File: src/graph_cu_pkg.sv
/* Graph compute unit shared definitions
   Widths, the vertex job record and the vertex unit states */
package graph_cu_pkg;

	// Default number of vertex units
	parameter int NUM_VERTEX_CU_DEFAULT = 4;

	////////////////////////////////////////////////////////////////////////////
	// Data widths
	////////////////////////////////////////////////////////////////////////////

	typedef logic [31:0] addr_t;
	typedef logic [15:0] vertex_id_t;
	typedef logic [7:0]  degree_t;
	typedef logic [15:0] edge_data_t;
	typedef logic [31:0] result_t;
	typedef logic [31:0] count_t;

	// One vertex job, 56 bits
	typedef struct packed {
		vertex_id_t id;
		degree_t    degree;
		addr_t      edge_base;
	} vertex_job_t;

	// Vertex unit FSM
	typedef enum logic [1:0] {
		IDLE,
		FETCH,
		DRAIN,
		RESULT
	} vertex_state_e;

endpackage
File: src/vertex_port_if.sv
`timescale 1ns/10ps
/* Link between the arbiter control and one vertex unit */
interface vertex_port_if;
	import graph_cu_pkg::*;

	// Arbiter to unit
	logic        job_valid;
	vertex_job_t job;
	logic        read_grant;
	logic        data_valid;
	edge_data_t  data;
	logic        result_grant;

	// Unit to arbiter
	logic       idle;
	logic       read_valid;
	addr_t      read_address;
	logic       result_valid;
	result_t    result;
	vertex_id_t result_id;
	degree_t    result_degree;

	modport arbiter (
		output job_valid, job, read_grant, data_valid, data, result_grant,
		input  idle, read_valid, read_address, result_valid, result, result_id,
		       result_degree
	);

	modport unit (
		input  job_valid, job, read_grant, data_valid, data, result_grant,
		output idle, read_valid, read_address, result_valid, result, result_id,
		       result_degree
	);

endinterface

File: src/cu_graph_control.sv
`timescale 1ns/10ps
/* Graph compute unit control top level
   Register stage, arbiter control, vertex units and result writer */
module cu_graph_control #(
	parameter  int NUM_VERTEX_CU = graph_cu_pkg::NUM_VERTEX_CU_DEFAULT,
	localparam int TAG_W         = $clog2(NUM_VERTEX_CU)
) (
	input  logic                     clock,
	input  logic                     rstn,
	input  logic                     enabled_in,
	input  logic [63:0]              cu_configure,
	input  logic                     vertex_job_valid,
	input  graph_cu_pkg::vertex_id_t vertex_job_id,
	input  graph_cu_pkg::degree_t    vertex_job_degree,
	input  graph_cu_pkg::addr_t      vertex_job_edge_base,
	input  logic                     read_command_bus_grant,
	input  logic                     read_data_valid,
	input  logic [TAG_W-1:0]         read_data_tag,
	input  graph_cu_pkg::edge_data_t read_data,
	output logic                     vertex_job_request,
	output logic                     read_command_bus_request,
	output logic                     read_command_valid,
	output graph_cu_pkg::addr_t      read_command_address,
	output logic [TAG_W-1:0]         read_command_tag,
	output logic                     write_command_valid,
	output graph_cu_pkg::addr_t      write_command_address,
	output graph_cu_pkg::result_t    write_data,
	output graph_cu_pkg::count_t     vertex_job_counter_done,
	output graph_cu_pkg::count_t     edge_job_counter_done
);
	import graph_cu_pkg::*;

	logic             enabled;
	addr_t            config_base;
	vertex_job_t      job;
	logic             job_valid;
	logic             read_grant;
	logic             data_valid;
	logic [TAG_W-1:0] data_tag;
	edge_data_t       data;

	logic             job_request;
	logic             read_bus_request;
	logic             read_valid;
	addr_t            read_address;
	logic [TAG_W-1:0] read_tag;
	logic             result_valid;
	vertex_id_t       result_id;
	result_t          result;
	logic             result_write_valid;
	addr_t            result_write_address;
	result_t          result_write_data;
	count_t           vertex_done;
	count_t           edge_done;

	vertex_port_if port_if [NUM_VERTEX_CU] ();

	////////////////////////////////////////////////////////////////////////////
	// Register stage
	////////////////////////////////////////////////////////////////////////////

	cu_io_regs #(
		.NUM_VERTEX_CU(NUM_VERTEX_CU)
	) u_io_regs (
		.clock                   (clock                   ),
		.rstn                    (rstn                    ),
		.enabled_in              (enabled_in              ),
		.cu_configure            (cu_configure            ),
		.vertex_job_valid        (vertex_job_valid        ),
		.vertex_job_id           (vertex_job_id           ),
		.vertex_job_degree       (vertex_job_degree       ),
		.vertex_job_edge_base    (vertex_job_edge_base    ),
		.read_command_bus_grant  (read_command_bus_grant  ),
		.read_data_valid         (read_data_valid         ),
		.read_data_tag           (read_data_tag           ),
		.read_data               (read_data               ),
		.enabled                 (enabled                 ),
		.config_base             (config_base             ),
		.job                     (job                     ),
		.job_valid               (job_valid               ),
		.read_grant              (read_grant              ),
		.data_valid              (data_valid              ),
		.data_tag                (data_tag                ),
		.data                    (data                    ),
		.job_request             (job_request             ),
		.read_bus_request        (read_bus_request        ),
		.read_valid              (read_valid              ),
		.read_address            (read_address            ),
		.read_tag                (read_tag                ),
		.result_write_valid      (result_write_valid      ),
		.result_write_address    (result_write_address    ),
		.result_write_data       (result_write_data       ),
		.vertex_done             (vertex_done             ),
		.edge_done               (edge_done               ),
		.vertex_job_request      (vertex_job_request      ),
		.read_command_bus_request(read_command_bus_request),
		.read_command_valid      (read_command_valid      ),
		.read_command_address    (read_command_address    ),
		.read_command_tag        (read_command_tag        ),
		.write_command_valid     (write_command_valid     ),
		.write_command_address   (write_command_address   ),
		.write_data              (write_data              ),
		.vertex_job_counter_done (vertex_job_counter_done ),
		.edge_job_counter_done   (edge_job_counter_done   )
	);

	////////////////////////////////////////////////////////////////////////////
	// Arbiter and vertex units
	////////////////////////////////////////////////////////////////////////////

	cu_arbiter_control #(
		.NUM_VERTEX_CU(NUM_VERTEX_CU)
	) u_arbiter_control (
		.clock           (clock           ),
		.rstn            (rstn            ),
		.enabled         (enabled         ),
		.job_valid       (job_valid       ),
		.job             (job             ),
		.read_grant      (read_grant      ),
		.data_valid      (data_valid      ),
		.data_tag        (data_tag        ),
		.data            (data            ),
		.units           (port_if         ),
		.job_request     (job_request     ),
		.read_bus_request(read_bus_request),
		.read_valid      (read_valid      ),
		.read_address    (read_address    ),
		.read_tag        (read_tag        ),
		.result_valid    (result_valid    ),
		.result_id       (result_id       ),
		.result          (result          ),
		.vertex_done     (vertex_done     ),
		.edge_done       (edge_done       )
	);

	for (genvar g = 0; g < NUM_VERTEX_CU; g++) begin : g_vertex_cu
		cu_vertex_unit u_vertex_unit (
			.clock(clock     ),
			.rstn (rstn      ),
			.port (port_if[g])
		);
	end

	cu_result_write u_result_write (
		.clock        (clock               ),
		.rstn         (rstn                ),
		.result_valid (result_valid        ),
		.result_id    (result_id           ),
		.result       (result              ),
		.config_base  (config_base         ),
		.write_valid  (result_write_valid  ),
		.write_address(result_write_address),
		.write_data   (result_write_data   )
	);

endmodule

File: src/cu_result_write.sv
`timescale 1ns/10ps
/* Result writer, turns an accepted vertex sum into a write command */
module cu_result_write (
	input  logic                     clock,
	input  logic                     rstn,
	input  logic                     result_valid,
	input  graph_cu_pkg::vertex_id_t result_id,
	input  graph_cu_pkg::result_t    result,
	input  graph_cu_pkg::addr_t      config_base,
	output logic                     write_valid,
	output graph_cu_pkg::addr_t      write_address,
	output graph_cu_pkg::result_t    write_data
);
	import graph_cu_pkg::*;

	always_ff @(posedge clock or negedge rstn) begin
		if (!rstn) begin
			write_valid <= 1'b0;
		end else begin
			write_valid <= result_valid;
		end
	end

	// One result word per vertex id
	always_ff @(posedge clock) begin
		if (result_valid) begin
			write_address <= config_base + addr_t'(result_id);
			write_data    <= result;
		end
	end

endmodule

File: src/cu_vertex_unit.sv
`timescale 1ns/10ps
/* Vertex unit
   Reads the edges of one vertex job and sums the returned values */
module cu_vertex_unit (
	input logic         clock,
	input logic         rstn,
	vertex_port_if.unit port
);
	import graph_cu_pkg::*;

	vertex_state_e state;
	vertex_job_t   job_r;
	degree_t       edge_idx;
	degree_t       returned;
	degree_t       returned_next;
	result_t       sum;

	assign returned_next = returned + degree_t'(port.data_valid);

	////////////////////////////////////////////////////////////////////////////
	// FSM
	////////////////////////////////////////////////////////////////////////////

	always_ff @(posedge clock or negedge rstn) begin
		if (!rstn) begin
			state    <= IDLE;
			edge_idx <= '0;
			returned <= '0;
		end else begin
			case (state)
				IDLE: begin
					if (port.job_valid) begin
						edge_idx <= '0;
						returned <= '0;
						// No edges means nothing to fetch
						state    <= (port.job.degree == '0) ? RESULT : FETCH;
					end
				end
				FETCH: begin
					returned <= returned_next;
					if (port.read_grant) begin
						edge_idx <= edge_idx + 1'b1;
						if (edge_idx == job_r.degree - 8'd1) begin
							state <= DRAIN;
						end
					end
				end
				DRAIN: begin
					returned <= returned_next;
					if (returned_next == job_r.degree) begin
						state <= RESULT;
					end
				end
				RESULT: begin
					if (port.result_grant) begin
						state <= IDLE;
					end
				end
				default: state <= IDLE;
			endcase
		end
	end

	// Job record and running sum
	always_ff @(posedge clock) begin
		if (state == IDLE && port.job_valid) begin
			job_r <= port.job;
			sum   <= '0;
		end else if (port.data_valid) begin
			sum <= sum + result_t'(port.data);
		end
	end

	assign port.idle          = (state == IDLE);
	assign port.read_valid    = (state == FETCH);
	assign port.read_address  = job_r.edge_base + addr_t'(edge_idx);
	assign port.result_valid  = (state == RESULT);
	assign port.result        = sum;
	assign port.result_id     = job_r.id;
	assign port.result_degree = job_r.degree;

endmodule

File: src/cu_arbiter_control.sv
`timescale 1ns/10ps
/* Arbiter control for the vertex units
   Dispatches jobs, arbitrates reads and results, routes data, counts work */
module cu_arbiter_control #(
	parameter  int NUM_VERTEX_CU = graph_cu_pkg::NUM_VERTEX_CU_DEFAULT,
	localparam int TAG_W         = $clog2(NUM_VERTEX_CU)
) (
	input  logic                      clock,
	input  logic                      rstn,
	input  logic                      enabled,
	input  logic                      job_valid,
	input  graph_cu_pkg::vertex_job_t job,
	input  logic                      read_grant,
	input  logic                      data_valid,
	input  logic [TAG_W-1:0]          data_tag,
	input  graph_cu_pkg::edge_data_t  data,
	vertex_port_if.arbiter            units [NUM_VERTEX_CU],
	output logic                      job_request,
	output logic                      read_bus_request,
	output logic                      read_valid,
	output graph_cu_pkg::addr_t       read_address,
	output logic [TAG_W-1:0]          read_tag,
	output logic                      result_valid,
	output graph_cu_pkg::vertex_id_t  result_id,
	output graph_cu_pkg::result_t     result,
	output graph_cu_pkg::count_t      vertex_done,
	output graph_cu_pkg::count_t      edge_done
);
	import graph_cu_pkg::*;

	logic [NUM_VERTEX_CU-1:0] idle;
	logic [NUM_VERTEX_CU-1:0] read_req;
	logic [NUM_VERTEX_CU-1:0] result_req;
	addr_t                    read_addr  [NUM_VERTEX_CU];
	result_t                  res_sum    [NUM_VERTEX_CU];
	vertex_id_t               res_id     [NUM_VERTEX_CU];
	degree_t                  res_degree [NUM_VERTEX_CU];

	logic [TAG_W-1:0] job_sel;
	logic [TAG_W-1:0] read_ptr;
	logic [TAG_W-1:0] read_pick;
	logic [TAG_W-1:0] result_ptr;
	logic [TAG_W-1:0] result_pick;
	logic             dispatch;
	logic             read_fire;
	logic             result_fire;
	logic [1:0]       cooldown;

	// First requester at or after the pointer
	function automatic logic [TAG_W-1:0] rr_pick(input logic [NUM_VERTEX_CU-1:0] req,
		input logic [TAG_W-1:0] ptr);
		logic [TAG_W-1:0] pick;
		logic [TAG_W-1:0] idx;
		logic             found;
		pick  = ptr;
		found = 1'b0;
		for (int k = 0; k < NUM_VERTEX_CU; k++) begin
			idx = TAG_W'(ptr + k);
			if (!found && req[idx]) begin
				pick  = idx;
				found = 1'b1;
			end
		end
		return pick;
	endfunction

	////////////////////////////////////////////////////////////////////////////
	// Per-unit fan-out and fan-in
	////////////////////////////////////////////////////////////////////////////

	for (genvar g = 0; g < NUM_VERTEX_CU; g++) begin : g_unit
		assign idle[g]       = units[g].idle;
		assign read_req[g]   = units[g].read_valid;
		assign read_addr[g]  = units[g].read_address;
		assign result_req[g] = units[g].result_valid;
		assign res_sum[g]    = units[g].result;
		assign res_id[g]     = units[g].result_id;
		assign res_degree[g] = units[g].result_degree;

		assign units[g].job_valid    = dispatch && (job_sel == TAG_W'(g));
		assign units[g].job          = job;
		assign units[g].read_grant   = read_fire && (read_pick == TAG_W'(g));
		// Read data goes to the unit named by its tag
		assign units[g].data_valid   = data_valid && (data_tag == TAG_W'(g));
		assign units[g].data         = data;
		assign units[g].result_grant = result_fire && (result_pick == TAG_W'(g));
	end

	// Lowest-index idle unit takes the job
	always_comb begin
		job_sel = '0;
		for (int k = NUM_VERTEX_CU - 1; k >= 0; k--) begin
			if (idle[k]) begin
				job_sel = TAG_W'(k);
			end
		end
	end

	assign dispatch    = job_valid && (|idle);
	assign job_request = enabled && (|idle) && (cooldown == 2'd0) && !job_valid;

	// Read port, one grant per cycle while the bus grant is held
	assign read_pick        = rr_pick(read_req, read_ptr);
	assign read_fire        = enabled && read_grant && (|read_req);
	assign read_bus_request = |read_req;
	assign read_valid       = read_fire;
	assign read_address     = read_addr[read_pick];
	assign read_tag         = read_pick;

	assign result_pick = rr_pick(result_req, result_ptr);
	assign result_fire = enabled && (|result_req);

	////////////////////////////////////////////////////////////////////////////
	// Pointers, results and done counters
	////////////////////////////////////////////////////////////////////////////

	always_ff @(posedge clock or negedge rstn) begin
		if (!rstn) begin
			read_ptr     <= '0;
			result_ptr   <= '0;
			cooldown     <= 2'd0;
			result_valid <= 1'b0;
			vertex_done  <= '0;
			edge_done    <= '0;
		end else begin
			if (dispatch) begin
				cooldown <= 2'd3;
			end else if (cooldown != 2'd0) begin
				cooldown <= cooldown - 2'd1;
			end
			if (read_fire) begin
				read_ptr <= read_pick + 1'b1;
			end
			result_valid <= result_fire;
			if (result_fire) begin
				result_ptr  <= result_pick + 1'b1;
				vertex_done <= vertex_done + 1'b1;
				edge_done   <= edge_done + count_t'(res_degree[result_pick]);
			end
		end
	end

	always_ff @(posedge clock) begin
		if (result_fire) begin
			result_id <= res_id[result_pick];
			result    <= res_sum[result_pick];
		end
	end

endmodule

File: src/cu_io_regs.sv
`timescale 1ns/10ps
/* Input and output register stage
   Gates inputs with the enable and latches the result base address */
module cu_io_regs #(
	parameter  int NUM_VERTEX_CU = graph_cu_pkg::NUM_VERTEX_CU_DEFAULT,
	localparam int TAG_W         = $clog2(NUM_VERTEX_CU)
) (
	input  logic                       clock,
	input  logic                       rstn,
	input  logic                       enabled_in,
	input  logic [63:0]                cu_configure,
	input  logic                       vertex_job_valid,
	input  graph_cu_pkg::vertex_id_t   vertex_job_id,
	input  graph_cu_pkg::degree_t      vertex_job_degree,
	input  graph_cu_pkg::addr_t        vertex_job_edge_base,
	input  logic                       read_command_bus_grant,
	input  logic                       read_data_valid,
	input  logic [TAG_W-1:0]           read_data_tag,
	input  graph_cu_pkg::edge_data_t   read_data,
	output logic                       enabled,
	output graph_cu_pkg::addr_t        config_base,
	output graph_cu_pkg::vertex_job_t  job,
	output logic                       job_valid,
	output logic                       read_grant,
	output logic                       data_valid,
	output logic [TAG_W-1:0]           data_tag,
	output graph_cu_pkg::edge_data_t   data,
	input  logic                       job_request,
	input  logic                       read_bus_request,
	input  logic                       read_valid,
	input  graph_cu_pkg::addr_t        read_address,
	input  logic [TAG_W-1:0]           read_tag,
	input  logic                       result_write_valid,
	input  graph_cu_pkg::addr_t        result_write_address,
	input  graph_cu_pkg::result_t      result_write_data,
	input  graph_cu_pkg::count_t       vertex_done,
	input  graph_cu_pkg::count_t       edge_done,
	output logic                       vertex_job_request,
	output logic                       read_command_bus_request,
	output logic                       read_command_valid,
	output graph_cu_pkg::addr_t        read_command_address,
	output logic [TAG_W-1:0]           read_command_tag,
	output logic                       write_command_valid,
	output graph_cu_pkg::addr_t        write_command_address,
	output graph_cu_pkg::result_t      write_data,
	output graph_cu_pkg::count_t       vertex_job_counter_done,
	output graph_cu_pkg::count_t       edge_job_counter_done
);

	////////////////////////////////////////////////////////////////////////////
	// Input side
	////////////////////////////////////////////////////////////////////////////

	always_ff @(posedge clock or negedge rstn) begin
		if (!rstn) begin
			enabled     <= 1'b0;
			job_valid   <= 1'b0;
			read_grant  <= 1'b0;
			data_valid  <= 1'b0;
			config_base <= '0;
		end else begin
			enabled    <= enabled_in;
			// Strobes pass only while enabled
			job_valid  <= enabled & vertex_job_valid;
			read_grant <= enabled & read_command_bus_grant;
			data_valid <= enabled & read_data_valid;
			// A zero word keeps the previous base
			if (enabled && (|cu_configure)) begin
				config_base <= cu_configure[31:0];
			end
		end
	end

	always_ff @(posedge clock) begin
		job.id        <= vertex_job_id;
		job.degree    <= vertex_job_degree;
		job.edge_base <= vertex_job_edge_base;
		data_tag      <= read_data_tag;
		data          <= read_data;
	end

	////////////////////////////////////////////////////////////////////////////
	// Output side
	////////////////////////////////////////////////////////////////////////////

	always_ff @(posedge clock or negedge rstn) begin
		if (!rstn) begin
			vertex_job_request       <= 1'b0;
			read_command_bus_request <= 1'b0;
			read_command_valid       <= 1'b0;
			write_command_valid      <= 1'b0;
			vertex_job_counter_done  <= '0;
			edge_job_counter_done    <= '0;
		end else begin
			vertex_job_request       <= job_request;
			read_command_bus_request <= read_bus_request;
			read_command_valid       <= read_valid;
			write_command_valid      <= result_write_valid;
			vertex_job_counter_done  <= vertex_done;
			edge_job_counter_done    <= edge_done;
		end
	end

	always_ff @(posedge clock) begin
		read_command_address  <= read_address;
		read_command_tag      <= read_tag;
		write_command_address <= result_write_address;
		write_data            <= result_write_data;
	end

endmodule

File: config.mk
export PLATFORM = sky130hd
export DESIGN_NAME = cu_graph_control
export DESIGN_NICKNAME = d
export VERILOG_FILES = /design/src/graph_cu_pkg.sv /design/src/vertex_port_if.sv /design/src/cu_graph_control.sv /design/src/cu_result_write.sv /design/src/cu_vertex_unit.sv /design/src/cu_arbiter_control.sv /design/src/cu_io_regs.sv
export SDC_FILE = /design/constraint.sdc
export NUM_CORES = 2
export LEC_CHECK = 0
export BUFFER_PORTS_ARGS = -buffer_cell sky130_fd_sc_hd__buf_2
export CORE_ASPECT_RATIO = 0.8
export CORE_MARGIN = 1.5
export CORE_UTILIZATION = 42
export CTS_BUF_LIST = sky130_fd_sc_hd__clkbuf_8
export DETAILED_ROUTE_END_ITERATION = 8
export PLACE_DENSITY = 0.64
export SYNTH_ARGS = -nofsm -noshare
export SYNTH_HDL_FRONTEND = slang
export SYNTH_HIERARCHICAL = 1
export SYNTH_SLANG_ARGS = --single-unit
File: constraint.sdc
create_clock -name clock -period 9.9 [get_ports clock]
set_input_delay 1.98 -clock clock [delete_from_list [all_inputs] [get_ports clock]]
set_output_delay 1.98 -clock clock [all_outputs]
set_load 0.02 [all_outputs]
==> qor.csv <==
stage,metric,value,unit
yosys,post-synthesis sequential area ratio,0.505,
detailed_routing,DRT Wirelength,106000,um
yosys,Mapped Cells,3891,
yosys,Synth async-reset ratio,0.281,
sta,RSZ-0062 raised after global routing,no,
sta,final worst path period share,0.472,
yosys,"flops & latches, synth",884,
placed_design,Placer Congestion,0.930,
global_routing,vias in the first global route,27700,
floorplan,# rows,106,
worst_setup_path,Worst EP required,10.65,ns
outcome,run status,"complete, no violations",
pwr,Clock Power Share,0.250,
yosys,Main synth FF type,edfxtp_1,
cells_and_area,synthesis-to-layout area growth,7.26,%
floorplan,Die Area,107000,sq um
detailed_routing,via count,28800,
worst_setup_path,Worst Path Arrival,5.42,ns
worst_setup_path,Worst setup EP type,register,
sta,minimum clock period,4.67,ns
global_routing,GR Util All Layers,0.196,
detailed_routing,average via count per standard cell,5.32,
pwr,Seq pwr share,0.383,
yosys,"Avg Cell Area, Syn",11.3,sq um
cells_and_area,final net count,4185,
floorplan,CORE AREA,104000,sq um
pwr,maximum VDD drop,0.000241,V
detailed_routing,Detailed Route Iter0 Violations,2247,
sta,Max Fclk,214,MHz
floorplan,Starting Density,0.423,
placed_design,DP HPWL,75800,um
pwr,power per cell area,286,nW/um^2
detailed_routing,# DRC,0,
sta,Final Hold Fails,0,
pwr,Power Internal,8.56,mW
clock_network,clock sinks,884,
clock_network,clock network latency to the later pin of the worst-skew pair,0.86,ns
clock_network,Post-CTS Setup Inserts,0,
floorplan,IO Count,310,
cells_and_area,"commonest non-fill, non-tap cells in the layout","edfxtp_1, buf_2, dfxtp_1",
clock_network,CTS Buffer Depth,3,
clock_network,"Reg clk slew, reported paths",0.06,ns
detailed_routing,"antenna viol nets, final",0,
clock_network,Clock Root Buffer,clkbuf_8,
clock_network,htree depth,4,
clock_network,Hold Buf Count CTS,0,
yosys,Mapped Area,44100,sq um
worst_setup_path,CP max-delay cell,buf_4,
worst_setup_path,Most Frequent Cell on Critical Path,ha_1,
worst_setup_path,CP Class,reg -> reg,
global_routing,largest net degree at the start of global routing,153,
sta,final setup TNS,0,ns
detailed_routing,Initial DRT Pass Iterations,5,
sta,clk_skew,0.0438,ns
yosys,Post-synth EDFFs,336,
yosys,Netlist cell types,109,
pwr,Psw,4.98,mW
yosys,Syn Nets,4207,
pwr,Gate power share,0.367,
cells_and_area,Layout Cells excl Fill,5406,
clock_network,"Gates resized, CTS repair",0,
clock_network,CTS tree,done,
sta,final setup vio count,0,
worst_setup_path,CP Max Fanout,52,
cells_and_area,final-layout fill cell count,9557,
cells_and_area,"most common cell after layout, fill and taps aside",edfxtp_1,
worst_setup_path,critical-path cell list,ha_1 -> or2_2 -> a21oi_1 -> o21ai_4 -> buf_4 -> mux4_2 -> ha_1 -> a211oi_1 -> nor2_1 -> a2111oi_2 -> nor4_2 -> nand3_1 -> xnor2_1,
pwr,Switching Fraction,0.368,
cells_and_area,share of layout cells above drive strength 1,0.187,
run,max-cap violation count,0,
floorplan,die width,365,um
global_routing,global route overflow,0,
sta,Worst-Margin Slew,1.15,ns
sta,fin. max-slew vios,0,
floorplan,DIE HEIGHT,293,um
pwr,Total Power,13.5,mW
global_routing,antenna violations before repair,11,
detailed_routing,Routed WL per cell,19.5,um
sta,Slew headroom,0.232,
worst_setup_path,max incr delay on CP,0.72,ns
placed_design,dpl cells,5123,
placed_design,PortBufs,309,
worst_setup_path,FF-to-FF setup slack,5.23,ns
global_routing,global-route wire length before repair,162000,um
clock_network,CTS Buf Count,148,
yosys,synth warn,6,
min_path,HP Class,reg -> reg,
worst_setup_path,crit start category,register,
pwr,Pleak,19.4,nW
-- logic make-up after synthesis --
kind of cell    Yosys count  share of synthesized area
mux                     164                     0.0631
simple gates           1084                      0.127
compound gates          592                     0.0882
xor+xnor                388                     0.0770
fa+ha+maj               174                     0.0509
flops                   884                      0.505
buf+inv                 605                     0.0883
-- power by group through the flow --
stage	clock (mW)	sequential, mW	combinational, mW
2_1_floorplan	0	5.34	3.58
3_3_place_gp	0	5.24	4.88
3_5_place_dp	0	5.26	4.95
4_1_cts	3.50	5.19	4.97
5_1_grt	3.66	5.27	5.45
6_report	3.39	5.18	4.96
-- per-layer routing --
layer	share of wire	GRT usage	vias to the layer above	wire length [um]
li1	-	-	13600	-
met1	0.46	0.281	14000	49000
met2	0.43	0.289	947	45800
met3	0.081	0.0509	168	8600
met4	0.021	0.0614	8	2180
met5	0.00045	0	-	48
-- per-stage QoR --
step / instance area [sq um] / setup slack, ns / hold WS (ns) / util
2_1_floorplan: 44100 / 5.88 / 0.323 / -
3_3_place_gp: 44200 / 5.39 / 0.324 / 0.423
3_5_place_dp: 44200 / 5.25 / 0.327 / 0.423
4_1_cts: 47300 / 5.24 / 0.341 / 0.453
5_1_grt: 47300 / 4.96 / 0.344 / 0.454
6_report: 47300 / 5.23 / 0.340 / 0.454
-- worst max-delay path: cells and delay by family, from the launching register on --
kind                       cells  cell delay (ns)
AOI/OAI and AO/OA              4             0.68
adders and majority gates      2             0.81
buffers and inverters          1             0.72
and+or+nand+nor                4             1.20
muxes                          1             0.61
DFF                            1             0.39
xor gates and xnor gates       1             0.16
-- layout make-up --
class	count	area, sq um	share of cell area
antenna	6	15.0	0.000317
clock inverter	106	786	0.0166
multi-input combinational	2402	18000	0.380
tap	1404	1760	0.0371
clock buffer	171	2350	0.0497
timing repair buffer	332	1740	0.0368
inverter	101	384	0.00811
sequential	884	22300	0.471
-- synthesized netlist by cell type (all sizes together) (20+ instances only) --
cell type    n  area, sq um
or3         20          130
o21bai      20          150
nor2b       23          144
dfrtp      248         6210
o21ai      161          810
buf        441         3280
a21o        42          315
xnor2      254         2220
nand3      172          903
nor3b       22          165
nor3        71          403
o31a        20          175
mux2        34          383
nand4       89          591
dfxtp      300         6010
mux4        88         1980
ha         162         2030
edfxtp     336        10100
mux2i       42          420
clkbuf      63          239
and4        22          193
inv         97          364
o21a        26          195
nor4        35          225
and3        77          492
and2        24          158
nor2       243          920
a21oi      169          861
nand2      232          886
xor2       134         1170
-- worst paths after layout --
check	cells after the start	start	end
max reg2reg	13	g_vertex_cu[2].u_vertex_unit/state[0]	u_arbiter_control/edge_done[26]
min reg2reg	0	u_result_write/write_address[18]	u_io_regs/write_command_address[18]
max	13	g_vertex_cu[2].u_vertex_unit/state[0]	u_arbiter_control/edge_done[26]
min	0	u_result_write/write_address[18]	u_io_regs/write_command_address[18]
min in group asynchronous	1	rstn	u_io_regs/vertex_job_counter_done[31]
max in group asynchronous	2	rstn	u_io_regs/vertex_job_request
-- registers in the layout, summed over array words and instances (netlist names), 8 cells and up --
| register | cells |
|---|---|
| g_vertex_cu.u_vertex_unit/edge_idx | 32 |
| g_vertex_cu.u_vertex_unit/returned | 32 |
| g_vertex_cu.u_vertex_unit/job_r | 128 |
| u_io_regs/write_data | 32 |
| u_io_regs/job | 56 |
| u_io_regs/read_command_address | 32 |
| u_io_regs/vertex_job_counter_done | 32 |
| g_vertex_cu.u_vertex_unit/port.result | 128 |
| u_arbiter_control/result | 32 |
| u_io_regs/write_command_address | 32 |
| g_vertex_cu.u_vertex_unit/state | 8 |
| u_result_write/write_data | 32 |
| g_vertex_cu.u_vertex_unit/port.result_degree | 32 |
| g_vertex_cu.u_vertex_unit/port.result_id | 64 |
| u_io_regs/data | 16 |
| u_arbiter_control/result_id | 16 |
| u_result_write/write_address | 32 |
| u_io_regs/edge_job_counter_done | 32 |
| u_arbiter_control/edge_done | 32 |
| u_io_regs/config_base | 32 |
| u_arbiter_control/vertex_done | 32 |
No activity file was read; power rests on OpenSTA's default activity.
